$ cat config.mk
export PLATFORM = sky130hd
export DESIGN_NAME = dd2_rom_top
export DESIGN_NICKNAME = d
export VERILOG_FILES = /design/src/logic/dd2_pkg.sv /design/src/logic/dd2_rom_top.sv /design/src/logic/dd2_sdram_arb.sv /design/src/logic/dd2_rom_slot.sv /design/src/logic/dd2_dwnld.sv
export VERILOG_INCLUDE_DIRS = /design/src /design/src/logic
export SDC_FILE = /design/constraint.sdc
export NUM_CORES = 1
export LEC_CHECK = 0
export BUFFER_PORTS_ARGS = -buffer_cell sky130_fd_sc_hd__clkbuf_2
export CAP_MARGIN = 20
export CORE_ASPECT_RATIO = 0.75
export CORE_MARGIN = 2
export CORE_UTILIZATION = 55
export DETAILED_ROUTE_END_ITERATION = 8
export GPL_ROUTABILITY_DRIVEN = 0
export PLACE_DENSITY = 0.88
export SLEW_MARGIN = 30
export SYNTH_ARGS = -nofsm -noshare
export SYNTH_HDL_FRONTEND = slang
export SYNTH_SLANG_ARGS = --single-unit
$ cat constraint.sdc
create_clock -name clk -period 5 [get_ports clk]
set_input_delay 0.75 -clock clk [delete_from_list [all_inputs] [get_ports clk]]
set_output_delay 0.75 -clock clk [all_outputs]
set_load 0.02 [all_outputs]
$ cat src/logic/dd2_params.svh
/*
 * ROM map of the loader stream and relocated SDRAM bases. Byte addresses are 22 bits.
 * SDRAM bases are word addresses. Scroll and object halves must stay the same size.
 */
`ifndef DD2_PARAMS_SVH
`define DD2_PARAMS_SVH

// Loader byte addresses
`define DD2_SND_ADDR    22'h02_8000
`define DD2_CHAR_ADDR   22'h08_0000
`define DD2_SCRZW_ADDR  22'h09_0000
`define DD2_SCRXY_ADDR  22'h0B_0000
`define DD2_OBJWZ_ADDR  22'h0D_0000
`define DD2_OBJXY_ADDR  22'h13_0000
`define DD2_PROM_ADDR   22'h19_0000

// Interleaved halves move here, in words
`define DD2_SCR_SDRAM   22'h06_0000
`define DD2_OBJ_SDRAM   22'h08_0000

// Slot address widths
`define DD2_MAIN_AW     18
`define DD2_SND_AW      15
`define DD2_OBJ_AW      19

`define DD2_SDRAM_AW    22

`endif
$ cat src/logic/dd2_pkg.sv
/*
 * One SDRAM read returns two consecutive 16-bit words, word N in the low half.
 * Byte 0 is the low byte of word N.
 */
package dd2_pkg;

    // Same 32 bits, seen by 8-bit or 16-bit slots
    typedef union packed {
        logic [3:0][7:0]  b;    // Byte lanes
        logic [1:0][15:0] h;    // Word N, word N+1
    } rom_word_t;

endpackage

$ cat src/logic/dd2_rom_top.sv
/*
 * ROM side of the board: download mapper, three cached read slots and the
 * SDRAM arbiter. rst_game releases three cycles after downloading falls.
 * PROM data is not stored here, only prom_we leaves the block.
 */
`timescale 1ns/1ns
`include "dd2_params.svh"

module dd2_rom_top(
    input  logic                     clk,
    input  logic                     rst,
    // Loader
    input  logic                     downloading,
    input  logic [`DD2_SDRAM_AW-1:0] ioctl_addr,
    input  logic [7:0]               ioctl_data,
    input  logic                     ioctl_wr,
    // SDRAM writes
    output logic [`DD2_SDRAM_AW-1:0] prog_addr,
    output logic [7:0]               prog_data,
    output logic [1:0]               prog_mask,
    output logic                     prog_we,
    output logic                     prom_we,
    // SDRAM reads
    output logic                     sdram_req,
    output logic [`DD2_SDRAM_AW-1:0] sdram_addr,
    input  logic                     sdram_ack,
    input  logic                     data_rdy,
    input  logic [31:0]              data_read,
    output logic                     refresh_en,
    // Game
    output logic                     rst_game,
    input  logic                     main_cs,
    input  logic [`DD2_MAIN_AW-1:0]  main_addr,
    output logic [7:0]               main_data,
    output logic                     main_ok,
    input  logic                     snd_cs,
    input  logic [`DD2_SND_AW-1:0]   snd_addr,
    output logic [7:0]               snd_data,
    output logic                     snd_ok,
    input  logic                     obj_cs,
    input  logic [`DD2_OBJ_AW-1:0]   obj_addr,
    output logic [15:0]              obj_data,
    output logic                     obj_ok
);
    import dd2_pkg::*;

    rom_word_t                rd_word;
    logic                     rom_ready;
    logic                     rst_aux;
    logic                     main_req, snd_req, obj_req;
    logic                     main_done, snd_done, obj_done;
    logic [`DD2_SDRAM_AW-1:0] main_req_addr, snd_req_addr, obj_req_addr;

    always_ff @(posedge clk) begin
        if (rst || downloading) rom_ready <= 1'b0;
        else                    rom_ready <= 1'b1;
    end

    // Two-stage release after the ROMs are in
    always_ff @(posedge clk) begin
        if (rst || !rom_ready) begin
            rst_game <= 1'b1;
            rst_aux  <= 1'b1;
        end else begin
            rst_game <= rst_aux;
            rst_aux  <= downloading;
        end
    end

    dd2_dwnld u_dwnld(
        .clk         ( clk         ),
        .rst         ( rst         ),
        .downloading ( downloading ),
        .ioctl_addr  ( ioctl_addr  ),
        .ioctl_data  ( ioctl_data  ),
        .ioctl_wr    ( ioctl_wr    ),
        .sdram_ack   ( sdram_ack   ),
        .prog_addr   ( prog_addr   ),
        .prog_data   ( prog_data   ),
        .prog_mask   ( prog_mask   ),
        .prog_we     ( prog_we     ),
        .prom_we     ( prom_we     )
    );

    dd2_rom_slot #(.AW(`DD2_MAIN_AW), .DW(8), .OFFSET(22'd0)) u_main(
        .clk(clk), .rst(rst), .cs(main_cs), .addr(main_addr), .done(main_done),
        .rdata(rd_word), .ok(main_ok), .data(main_data), .req(main_req),
        .req_addr(main_req_addr)
    );

    // Sound program sits right after main, as words
    dd2_rom_slot #(.AW(`DD2_SND_AW), .DW(8), .OFFSET(`DD2_SND_ADDR >> 1)) u_snd(
        .clk(clk), .rst(rst), .cs(snd_cs), .addr(snd_addr), .done(snd_done),
        .rdata(rd_word), .ok(snd_ok), .data(snd_data), .req(snd_req),
        .req_addr(snd_req_addr)
    );

    dd2_rom_slot #(.AW(`DD2_OBJ_AW), .DW(16), .OFFSET(`DD2_OBJ_SDRAM)) u_obj(
        .clk(clk), .rst(rst), .cs(obj_cs), .addr(obj_addr), .done(obj_done),
        .rdata(rd_word), .ok(obj_ok), .data(obj_data), .req(obj_req),
        .req_addr(obj_req_addr)
    );

    dd2_sdram_arb u_arb(
        .clk         ( clk           ),
        .rst         ( rst           ),
        .downloading ( downloading   ),
        .main_req    ( main_req      ),
        .snd_req     ( snd_req       ),
        .obj_req     ( obj_req       ),
        .main_addr   ( main_req_addr ),
        .snd_addr    ( snd_req_addr  ),
        .obj_addr    ( obj_req_addr  ),
        .sdram_ack   ( sdram_ack     ),
        .data_rdy    ( data_rdy      ),
        .data_read   ( data_read     ),
        .sdram_req   ( sdram_req     ),
        .sdram_addr  ( sdram_addr    ),
        .refresh_en  ( refresh_en    ),
        .main_done   ( main_done     ),
        .snd_done    ( snd_done      ),
        .obj_done    ( obj_done      ),
        .rdata       ( rd_word       )
    );

endmodule

$ cat src/logic/dd2_sdram_arb.sv
/*
 * Fixed priority: main, then snd, then obj. One read in flight at a time.
 * No new read starts while downloading. done and rdata are valid in the
 * data_rdy cycle so the slot fills its cache on that edge.
 */
`timescale 1ns/1ns

module dd2_sdram_arb(
    input  logic               clk,
    input  logic               rst,
    input  logic               downloading,
    input  logic               main_req,
    input  logic               snd_req,
    input  logic               obj_req,
    input  logic [21:0]        main_addr,
    input  logic [21:0]        snd_addr,
    input  logic [21:0]        obj_addr,
    input  logic               sdram_ack,
    input  logic               data_rdy,
    input  dd2_pkg::rom_word_t data_read,
    output logic               sdram_req,
    output logic [21:0]        sdram_addr,
    output logic               refresh_en,
    output logic               main_done,
    output logic               snd_done,
    output logic               obj_done,
    output dd2_pkg::rom_word_t rdata
);

    localparam logic [1:0] ST_IDLE = 2'd0;
    localparam logic [1:0] ST_REQ  = 2'd1;
    localparam logic [1:0] ST_WAIT = 2'd2;

    logic [1:0]  state;
    logic [2:0]  owner;         // One-hot {obj, snd, main}
    logic [2:0]  grant;
    logic [21:0] grant_addr;
    logic        rd_end;

    always_comb begin
        grant      = 3'b000;
        grant_addr = obj_addr;
        if (main_req) begin
            grant      = 3'b001;
            grant_addr = main_addr;
        end else if (snd_req) begin
            grant      = 3'b010;
            grant_addr = snd_addr;
        end else if (obj_req) begin
            grant = 3'b100;
        end
    end

    assign rd_end     = (state == ST_WAIT) && data_rdy;
    assign main_done  = rd_end && owner[0];
    assign snd_done   = rd_end && owner[1];
    assign obj_done   = rd_end && owner[2];
    assign rdata      = data_read;
    assign refresh_en = (state == ST_IDLE);

    always_ff @(posedge clk) begin
        if (rst) begin
            state     <= ST_IDLE;
            sdram_req <= 1'b0;
            owner     <= 3'b000;
        end else begin
            case (state)
                ST_IDLE: begin
                    if (!downloading && grant != 3'b000) begin
                        owner     <= grant;
                        sdram_req <= 1'b1;
                        state     <= ST_REQ;
                    end
                end
                ST_REQ: begin
                    if (sdram_ack) begin    // Address taken by the controller
                        sdram_req <= 1'b0;
                        state     <= ST_WAIT;
                    end
                end
                ST_WAIT: begin
                    if (data_rdy) state <= ST_IDLE;
                end
                default: state <= ST_IDLE;
            endcase
        end
    end

    // Address is held from grant until the next grant
    always_ff @(posedge clk) begin
        if (state == ST_IDLE && !downloading && grant != 3'b000) begin
            sdram_addr <= grant_addr;
        end
    end

endmodule

$ cat src/logic/dd2_rom_slot.sv
/*
 * Read slot caching one 32-bit SDRAM read. DW must be 8 or 16 and OFFSET even.
 * ok is combinational from cs and addr. A pending fetch always completes, even
 * if addr moved away meanwhile.
 */
`timescale 1ns/1ns

module dd2_rom_slot #(
    parameter int          AW     = 18,
    parameter int          DW     = 8,
    parameter logic [21:0] OFFSET = 22'd0
)(
    input  logic               clk,
    input  logic               rst,
    input  logic               cs,
    input  logic [AW-1:0]      addr,
    input  logic               done,
    input  dd2_pkg::rom_word_t rdata,
    output logic               ok,
    output logic [DW-1:0]      data,
    output logic               req,
    output logic [21:0]        req_addr
);
    import dd2_pkg::*;

    localparam int SW = (DW == 8) ? 2 : 1;  // Address bits that pick inside the word
    localparam int TW = AW - SW;

    rom_word_t     cache;
    logic          valid;
    logic [TW-1:0] tag;
    logic [TW-1:0] pend_tag;    // Tag of the fetch in flight
    logic [TW-1:0] cur_tag;
    logic          hit;
    logic          miss_start;

    assign cur_tag    = addr[AW-1:SW];
    assign hit        = valid && (tag == cur_tag);
    assign ok         = cs && hit;
    assign miss_start = cs && !hit && !req;

    // Tag is the word address with bit 0 dropped, for both widths
    assign req_addr = OFFSET + 22'({pend_tag, 1'b0});

    generate
        if (DW == 8) begin : g_byte
            assign data = cache.b[addr[1:0]];
        end else begin : g_half
            assign data = cache.h[addr[0]];
        end
    endgenerate

    always_ff @(posedge clk) begin
        if (rst) begin
            valid <= 1'b0;
            req   <= 1'b0;
        end else if (done) begin
            valid <= 1'b1;
            req   <= 1'b0;
        end else if (miss_start) begin
            req <= 1'b1;
        end
    end

    always_ff @(posedge clk) begin
        if (done) begin
            cache <= rdata;
            tag   <= pend_tag;
        end
        if (miss_start) begin
            pend_tag <= cur_tag;
        end
    end

endmodule

$ cat src/logic/dd2_dwnld.sv
/*
 * Maps loader bytes to SDRAM byte writes. The loader must wait for prog_we to
 * fall before writing again. PROM bytes only produce prom_we, with the low
 * eight address bits on prog_addr.
 */
`timescale 1ns/1ns
`include "dd2_params.svh"

module dd2_dwnld(
    input  logic                     clk,
    input  logic                     rst,
    input  logic                     downloading,
    input  logic [`DD2_SDRAM_AW-1:0] ioctl_addr,
    input  logic [7:0]               ioctl_data,
    input  logic                     ioctl_wr,
    input  logic                     sdram_ack,
    output logic [`DD2_SDRAM_AW-1:0] prog_addr,
    output logic [7:0]               prog_data,
    output logic [1:0]               prog_mask,
    output logic                     prog_we,
    output logic                     prom_we
);

    logic                     wr_valid;
    logic                     is_prom;
    logic [`DD2_SDRAM_AW-1:0] half_offset;  // Byte position inside a ZW/XY half
    logic [`DD2_SDRAM_AW-1:0] wr_addr;
    logic [1:0]               wr_mask;

    assign wr_valid = ioctl_wr && downloading;

    always_comb begin
        is_prom     = 1'b0;
        half_offset = '0;
        // Packed regions by default
        wr_addr     = {1'b0, ioctl_addr[`DD2_SDRAM_AW-1:1]};
        wr_mask     = ioctl_addr[0] ? 2'b01 : 2'b10;
        if (ioctl_addr >= `DD2_PROM_ADDR) begin
            is_prom = 1'b1;
            wr_addr = {14'd0, ioctl_addr[7:0]};
            wr_mask = 2'b11;                    // Nothing goes to SDRAM
        end else if (ioctl_addr >= `DD2_OBJXY_ADDR) begin
            half_offset = ioctl_addr - `DD2_OBJXY_ADDR;
            wr_addr     = `DD2_OBJ_SDRAM + half_offset;
            wr_mask     = 2'b01;                // High byte
        end else if (ioctl_addr >= `DD2_OBJWZ_ADDR) begin
            half_offset = ioctl_addr - `DD2_OBJWZ_ADDR;
            wr_addr     = `DD2_OBJ_SDRAM + half_offset;
            wr_mask     = 2'b10;                // Low byte
        end else if (ioctl_addr >= `DD2_SCRXY_ADDR) begin
            half_offset = ioctl_addr - `DD2_SCRXY_ADDR;
            wr_addr     = `DD2_SCR_SDRAM + half_offset;
            wr_mask     = 2'b01;
        end else if (ioctl_addr >= `DD2_SCRZW_ADDR) begin
            half_offset = ioctl_addr - `DD2_SCRZW_ADDR;
            wr_addr     = `DD2_SCR_SDRAM + half_offset;
            wr_mask     = 2'b10;
        end
    end

    // Write strobes
    always_ff @(posedge clk) begin
        if (rst) begin
            prog_we <= 1'b0;
            prom_we <= 1'b0;
        end else begin
            prom_we <= wr_valid && is_prom;     // Single cycle
            if (wr_valid && !is_prom) begin
                prog_we <= 1'b1;
            end else if (sdram_ack) begin
                prog_we <= 1'b0;
            end
        end
    end

    // Command payload
    always_ff @(posedge clk) begin
        if (wr_valid) begin
            prog_addr <= wr_addr;
            prog_data <= ioctl_data;
            prog_mask <= wr_mask;
        end
    end

endmodule

# ---- Word-level counts from Yosys, hierarchy flattened
# Cells that the tools add are included.
dict set report op_classes {
  add_sub_neg 10
  order_cmp 8
  n_eq_ne 8
  mux 31
  n_reduce_logical 44
}
# op n
set op_table {}
lappend op_table {{$mux W22} 4}
lappend op_table {{$ge A22 B20 Y1 const B} 3}
lappend op_table {{$sub A22 B20 Y22 const B} 3}
lappend op_table {{$add A19 B22 Y22 const A} 2}
lappend op_table {{$add A20 B22 Y22 const A} 2}
lappend op_table {{$ge A22 B21 Y1 const B} 2}
lappend op_table {{$bmux W8 S2} 2}
lappend op_table {{$mux W16} 2}
lappend op_table {{$mux W8} 3}
lappend op_table {{$logic_and A1 B1 Y1} 22}
lappend op_table {{$sub A22 B21 Y22 const B} 1}
lappend op_table {{$add A20 B19 Y21 const A} 1}
lappend op_table {{$mux W21} 1}
lappend op_table {{$add A17 B14 Y18 const A} 1}
lappend op_table {{$eq A18 B18 Y1} 1}
lappend op_table {{$mux W17} 1}
lappend op_table {{$eq A16 B16 Y1} 1}
lappend op_table {{$mux W2} 8}
lappend op_table {{$eq A13 B13 Y1} 1}
lappend op_table {{$logic_not A1 Y1} 9}
lappend op_table {{$mux W3} 3}
lappend op_table {{$reduce_or A2 Y1} 4}
lappend op_table {{$lt A2 B3 Y1 const B} 2}
lappend op_table {{$pmux W2 S3} 1}
lappend op_table {{13 further kinds} 21}
dict set report totals {
  regBits 260
  in_bits 123
  output_inout_bits 94
  word_cells 131
}

# ---- Depth between registers and ports, before layout
dict set report logic_depth {
  depth_word 7
  ltp_mapped 7
  ltp_nobuf 7
}

# ---- Cells and area by module
# Synthesis repeated with hierarchy kept, for this count alone.
dict set report unflattened {
  hier_cells 681
  hier_area_um2 10775.3
}
# module n_inst cells_per_inst area_each_um2 seq_area_each_um2
set modules_own_cells {}
lappend modules_own_cells {{dd2_rom_slot (u_obj)} 1 129 2580.0 2082.0}
lappend modules_own_cells {{dd2_rom_slot (u_main)} 1 117 2442.3 1961.9}
lappend modules_own_cells {{dd2_rom_slot (u_snd)} 1 106 2233.4 1781.7}
lappend modules_own_cells {dd2_dwnld 1 161 1791.7 1001.0}
lappend modules_own_cells {dd2_sdram_arb 1 162 1646.6 780.7}
lappend modules_own_cells {dd2_rom_top 1 6 81.3 60.1}

# ---- Worst setup path after synthesis
# Ideal clock, no wire load.
dict set report synth_timing {
  path_type {input -> register}
  from {input data_rdy}
  to {register u_obj.cache[0] (netlist name), enable pin}
  setup_time_ns 0.414
  arrival_time_ns 2.158
  required_time_ns 4.586
  slack_ns 2.427
  path_stages 2
  n_path_buf 0
  path_cell_list {and3b_1 -> and2_1}
}
dict set report synth_between {
  elab_chain_cells 2
}
# element line_no
set synth_lines {}
lappend synth_lines {{from (decl)} dd2_rom_top.sv:27} ;# input logic data_rdy,
lappend synth_lines {{$logic_and A1 B1 Y1} dd2_sdram_arb.sv:54} ;# assign rd_end = (state == ST_WAIT) && data_rdy;
lappend synth_lines {{$logic_and A1 B1 Y1} dd2_sdram_arb.sv:57} ;# assign obj_done = rd_end && owner[2];
lappend synth_lines {{via obj_done} dd2_rom_top.sv:51} ;# logic main_done, snd_done, obj_done;
lappend synth_lines {{to (signal assigned)} dd2_rom_slot.sv:67} ;# cache <= rdata;
lappend synth_lines {{to (decl)} dd2_rom_slot.sv:29} ;# rom_word_t cache;
# The timed path passes the listed nets, and every way through them passes these cells.
# A chain may end at the register's enable or synchronous reset.

# ---- Final worst setup path
dict set report layout_timing {
  from {register u_main.tag[3]}
  to {output main_ok}
}
dict set report layout_between {
  elab_chain_cells 3
}
# element line_no
set layout_lines {}
lappend layout_lines {{from (decl)} dd2_rom_slot.sv:31} ;# logic [TW-1:0] tag;
lappend layout_lines {{from (signal assigned)} dd2_rom_slot.sv:68} ;# tag <= pend_tag;
lappend layout_lines {{$eq A16 B16 Y1} dd2_rom_slot.sv:38} ;# assign hit = valid && (tag == cur_tag);
lappend layout_lines {{$logic_and A1 B1 Y1} dd2_rom_slot.sv:38}
lappend layout_lines {{$logic_and A1 B1 Y1} dd2_rom_slot.sv:39} ;# assign ok = cs && hit;
lappend layout_lines {{to (decl)} dd2_rom_top.sv:35} ;# output logic main_ok,
# Every way passes these cells.

==> run summary <==
Clock Latency Late Sink: 0.51 ns
Final Hold Viols: 0
Clock root buffer: clkbuf_16
WL/cell: 20.5 um
CP Depth: 6
Top cell type's share of synthesized area: 71.8%
Combinational family with the most area after synthesis: multiplexers
Fillers: 1,186
Worst slew margin: 45.2%
Final setup viols: 0
Initial drt markers: 591
Post-route ant nets: 0
Routed vias: 5,898
Syn. warnings: 0
Req. time, crit path: 4.25 ns
EDFF count, synth: 241
Max Cap Violations: 0
R2R cell count: 6
Synth top area cells: edfxtp_1 (72%), mux4_2 (3.6%), dfxtp_1 (3.4%)
Most frequent cells in the layout: edfxtp_1 (241), clkbuf_2 (213), nand2_1 (37)
DRC viols: 0
Mean number of vias per cell: 5.49
Longest Clk Path Bufs: 3
Largest net degree at the start of global routing: 53
Num CTS Buffers: 24
# clock sinks: 258
Slowest CP cell: nor4_1
Synth Area in Compound Gates: 4.11%
CP Class: register to output pin
Most frequent CP cell: nor4_1
Adder-cell share of the synthesized area: 0.372%
Share of cells above drive strength 1: 37.9%
XOR/XNOR Fraction of Synth Area: 4.17%
Commonest non-fill, non-tap cell in the layout: edfxtp_1
Clock-pin slew on the worst setup and hold paths: 0.06 ns
Worst-case clock skew: 0.0155 ns
Dpl hpwl: 15,700 um
Hold Crit Class: register to register
Detailed Routing Iterations Pass 1: 5
Setup TNS: 0 ns
Setup crit start kind: register
Crit-path max cell delay: 0.52 ns
First-pass GRT wire length: 33,200 um
P_leak: 4.51 nW
Critical path arrival: 2.31 ns
Starting density of the core: 56.6%
Slew @ Worst Pin: 0.821 ns
FF/Latch Area: 0.00758 mm^2
Mapped Cells: 588
RSZ-0062 raised after global routing: no
Post-synthesis sequential area ratio: 75.2%
Core area: 0.0178 mm^2
Outcome: finished clean
Port-buffer cells: 213
I/O Pins: 217
Mux cell area share after synthesis: 7.85%
Flops & latches, synth: 258
Synth Flop Type: edfxtp_1
CTS tree: done
Resize count post-CTS: 0
Max-slew violation count: 0
Worst path bufs/invs: 1
Simple-gate share of the synthesized area: 6.85%
Nets: 939
Die Span Y: 121 um
Achievable Freq: 0.327 GHz
Synth unique cells: 58
Post-synthesis cell area: 0.0101 mm^2
Pre-CTS WS: 2.02 ns
Vias in the first global route: 5,874
Synthesized area per cell: 17.1 um^2
Multi-input logic area: 0.00238 mm^2
Final wirelength: 22,000 um
Max IR drop VDD: 0.000221 V
Cts hold-fix bufs: 0
Async S/R FF share, synth: 0%
Hold depth: 1
Top Family by Delay on Critical Path: simple AND/OR/NAND/NOR gates
GRT Util Overall: 22.7%
CP Max Fanout: 2
Congestion Overflow GR: 0
Power per cell area: 386 mW/mm^2
Die width: 160 um
Period utilization: 61.2%
Die footprint: 0.0194 mm^2
Final WS setup: 1.94 ns
Rows: 42
Yosys top cell by area: edfxtp_1
Min Tclk post-route: 3.06 ns
Antenna violations before repair: 1
Post CTS Setup Buffer Count: 0
Power after layout: 0.00472 W
Worst path cell trace: xor2_1 > nor4_1 > nand2_1 > nor4_1 > and2_1 > clkbuf_2
H-Tree Depth: 1
Crit end category: output pin
Area growth from synthesis to layout: 21.4%
-- worst register-to-register path, delay by kind of cell, from the launching register on --
family          cells  cell delay (ns)
compound gates      1             0.52
xor+xnor            1             0.15
buf+inv             1             0.23
flops               1             0.38
simple gates        3             0.75
-- per-stage QoR --
step | hold WS [ns] | instances | cell area, um^2 | util [%]
after floorplan | 0.397 | 591 | 10100 | -
after global placement | 0.403 | 1029 | 11400 | 64.0
after detailed placement | 0.414 | 1029 | 11400 | 64.0
after CTS | 0.411 | 1073 | 12200 | 68.7
after global routing | 0.411 | 1073 | 12200 | 68.7
final | 0.427 | 1074 | 12200 | 68.7
-- flip-flops by register name, indices dropped and copies added (netlist names), 2 cells and up --
signal and count:
u_arb.owner 3, u_arb.sdram_addr 19, u_arb.state 2, u_dwnld.prog_addr 22, u_dwnld.prog_data 8, u_dwnld.prog_mask 2, u_main.cache 32, u_main.pend_tag 16
u_main.tag 16, u_obj.cache 32, u_obj.pend_tag 18, u_obj.tag 18, u_snd.cache 32, u_snd.pend_tag 13, u_snd.tag 13
-- report_power, final --
group,switching (W),internal [W]
Clock,0.000742,0.00114
Sequential,0.0000347,0.00244
Combinational,0.000226,0.000138
-- synth_stat cells (3+ instances only) --
master    number
dfxtp_1       17
buf_2         12
nor2_1        18
buf_4          3
mux2_2        16
and2_1         8
o21ai_1        3
mux2i_1       13
nand2_1       37
mux4_2        16
nor3_1         8
ha_1           3
nand3_1       14
xor2_1        13
inv_1          8
nand2b_1       3
o21ai_0       18
edfxtp_1     241
nor4_1         6
nand4_1        8
nor2b_1        3
nand3b_1       3
a211oi_1       3
mux2_4         8
xnor2_1       35
clkbuf_1       6
a21oi_1       23
or3b_2         3
-- path summary, 6_finish.rpt --
check | start | to | slack [ns]
min reg2reg | rst_aux | rst_game | 0.43
max reg2reg | u_main.tag[3] | u_main.pend_tag[7] | 2.70
min | rst_aux | rst_game | 0.43
max | u_main.tag[3] | main_ok | 1.94
-- final cells by class --
cell class              instances  share of cell area, %
clock inverters                13                   1.42
repair buffers                219                   9.08
clock buffers                  31                   5.38
diodes                          1                 0.0205
flip-flops and latches        258                   61.9
inverters                       8                  0.245
well taps                     242                   2.47
multi-input cells             302                   19.4
-- cell families after synthesis --
group | after synthesis
muxes | 53
other | 1
adders and majority gates | 3
DFF | 258
AOI/OAI and AO/OA | 67
and+or+nand+nor | 127
xor gates and xnor gates | 48
buffers and inverters | 31
-- layer usage --
metal  GRT usage [%]  vias up  routed length (um)  part of all wire (%)
met2            36.1      269               10400                    47
li1                -     2702                   -                     -
met1            32.6     2882                9620                    44
met3            4.10       45                1390                   6.3
met5               0        -                   0                     0
met4            7.04        0                 621                   2.8
(Power assumes the default switching activity.)
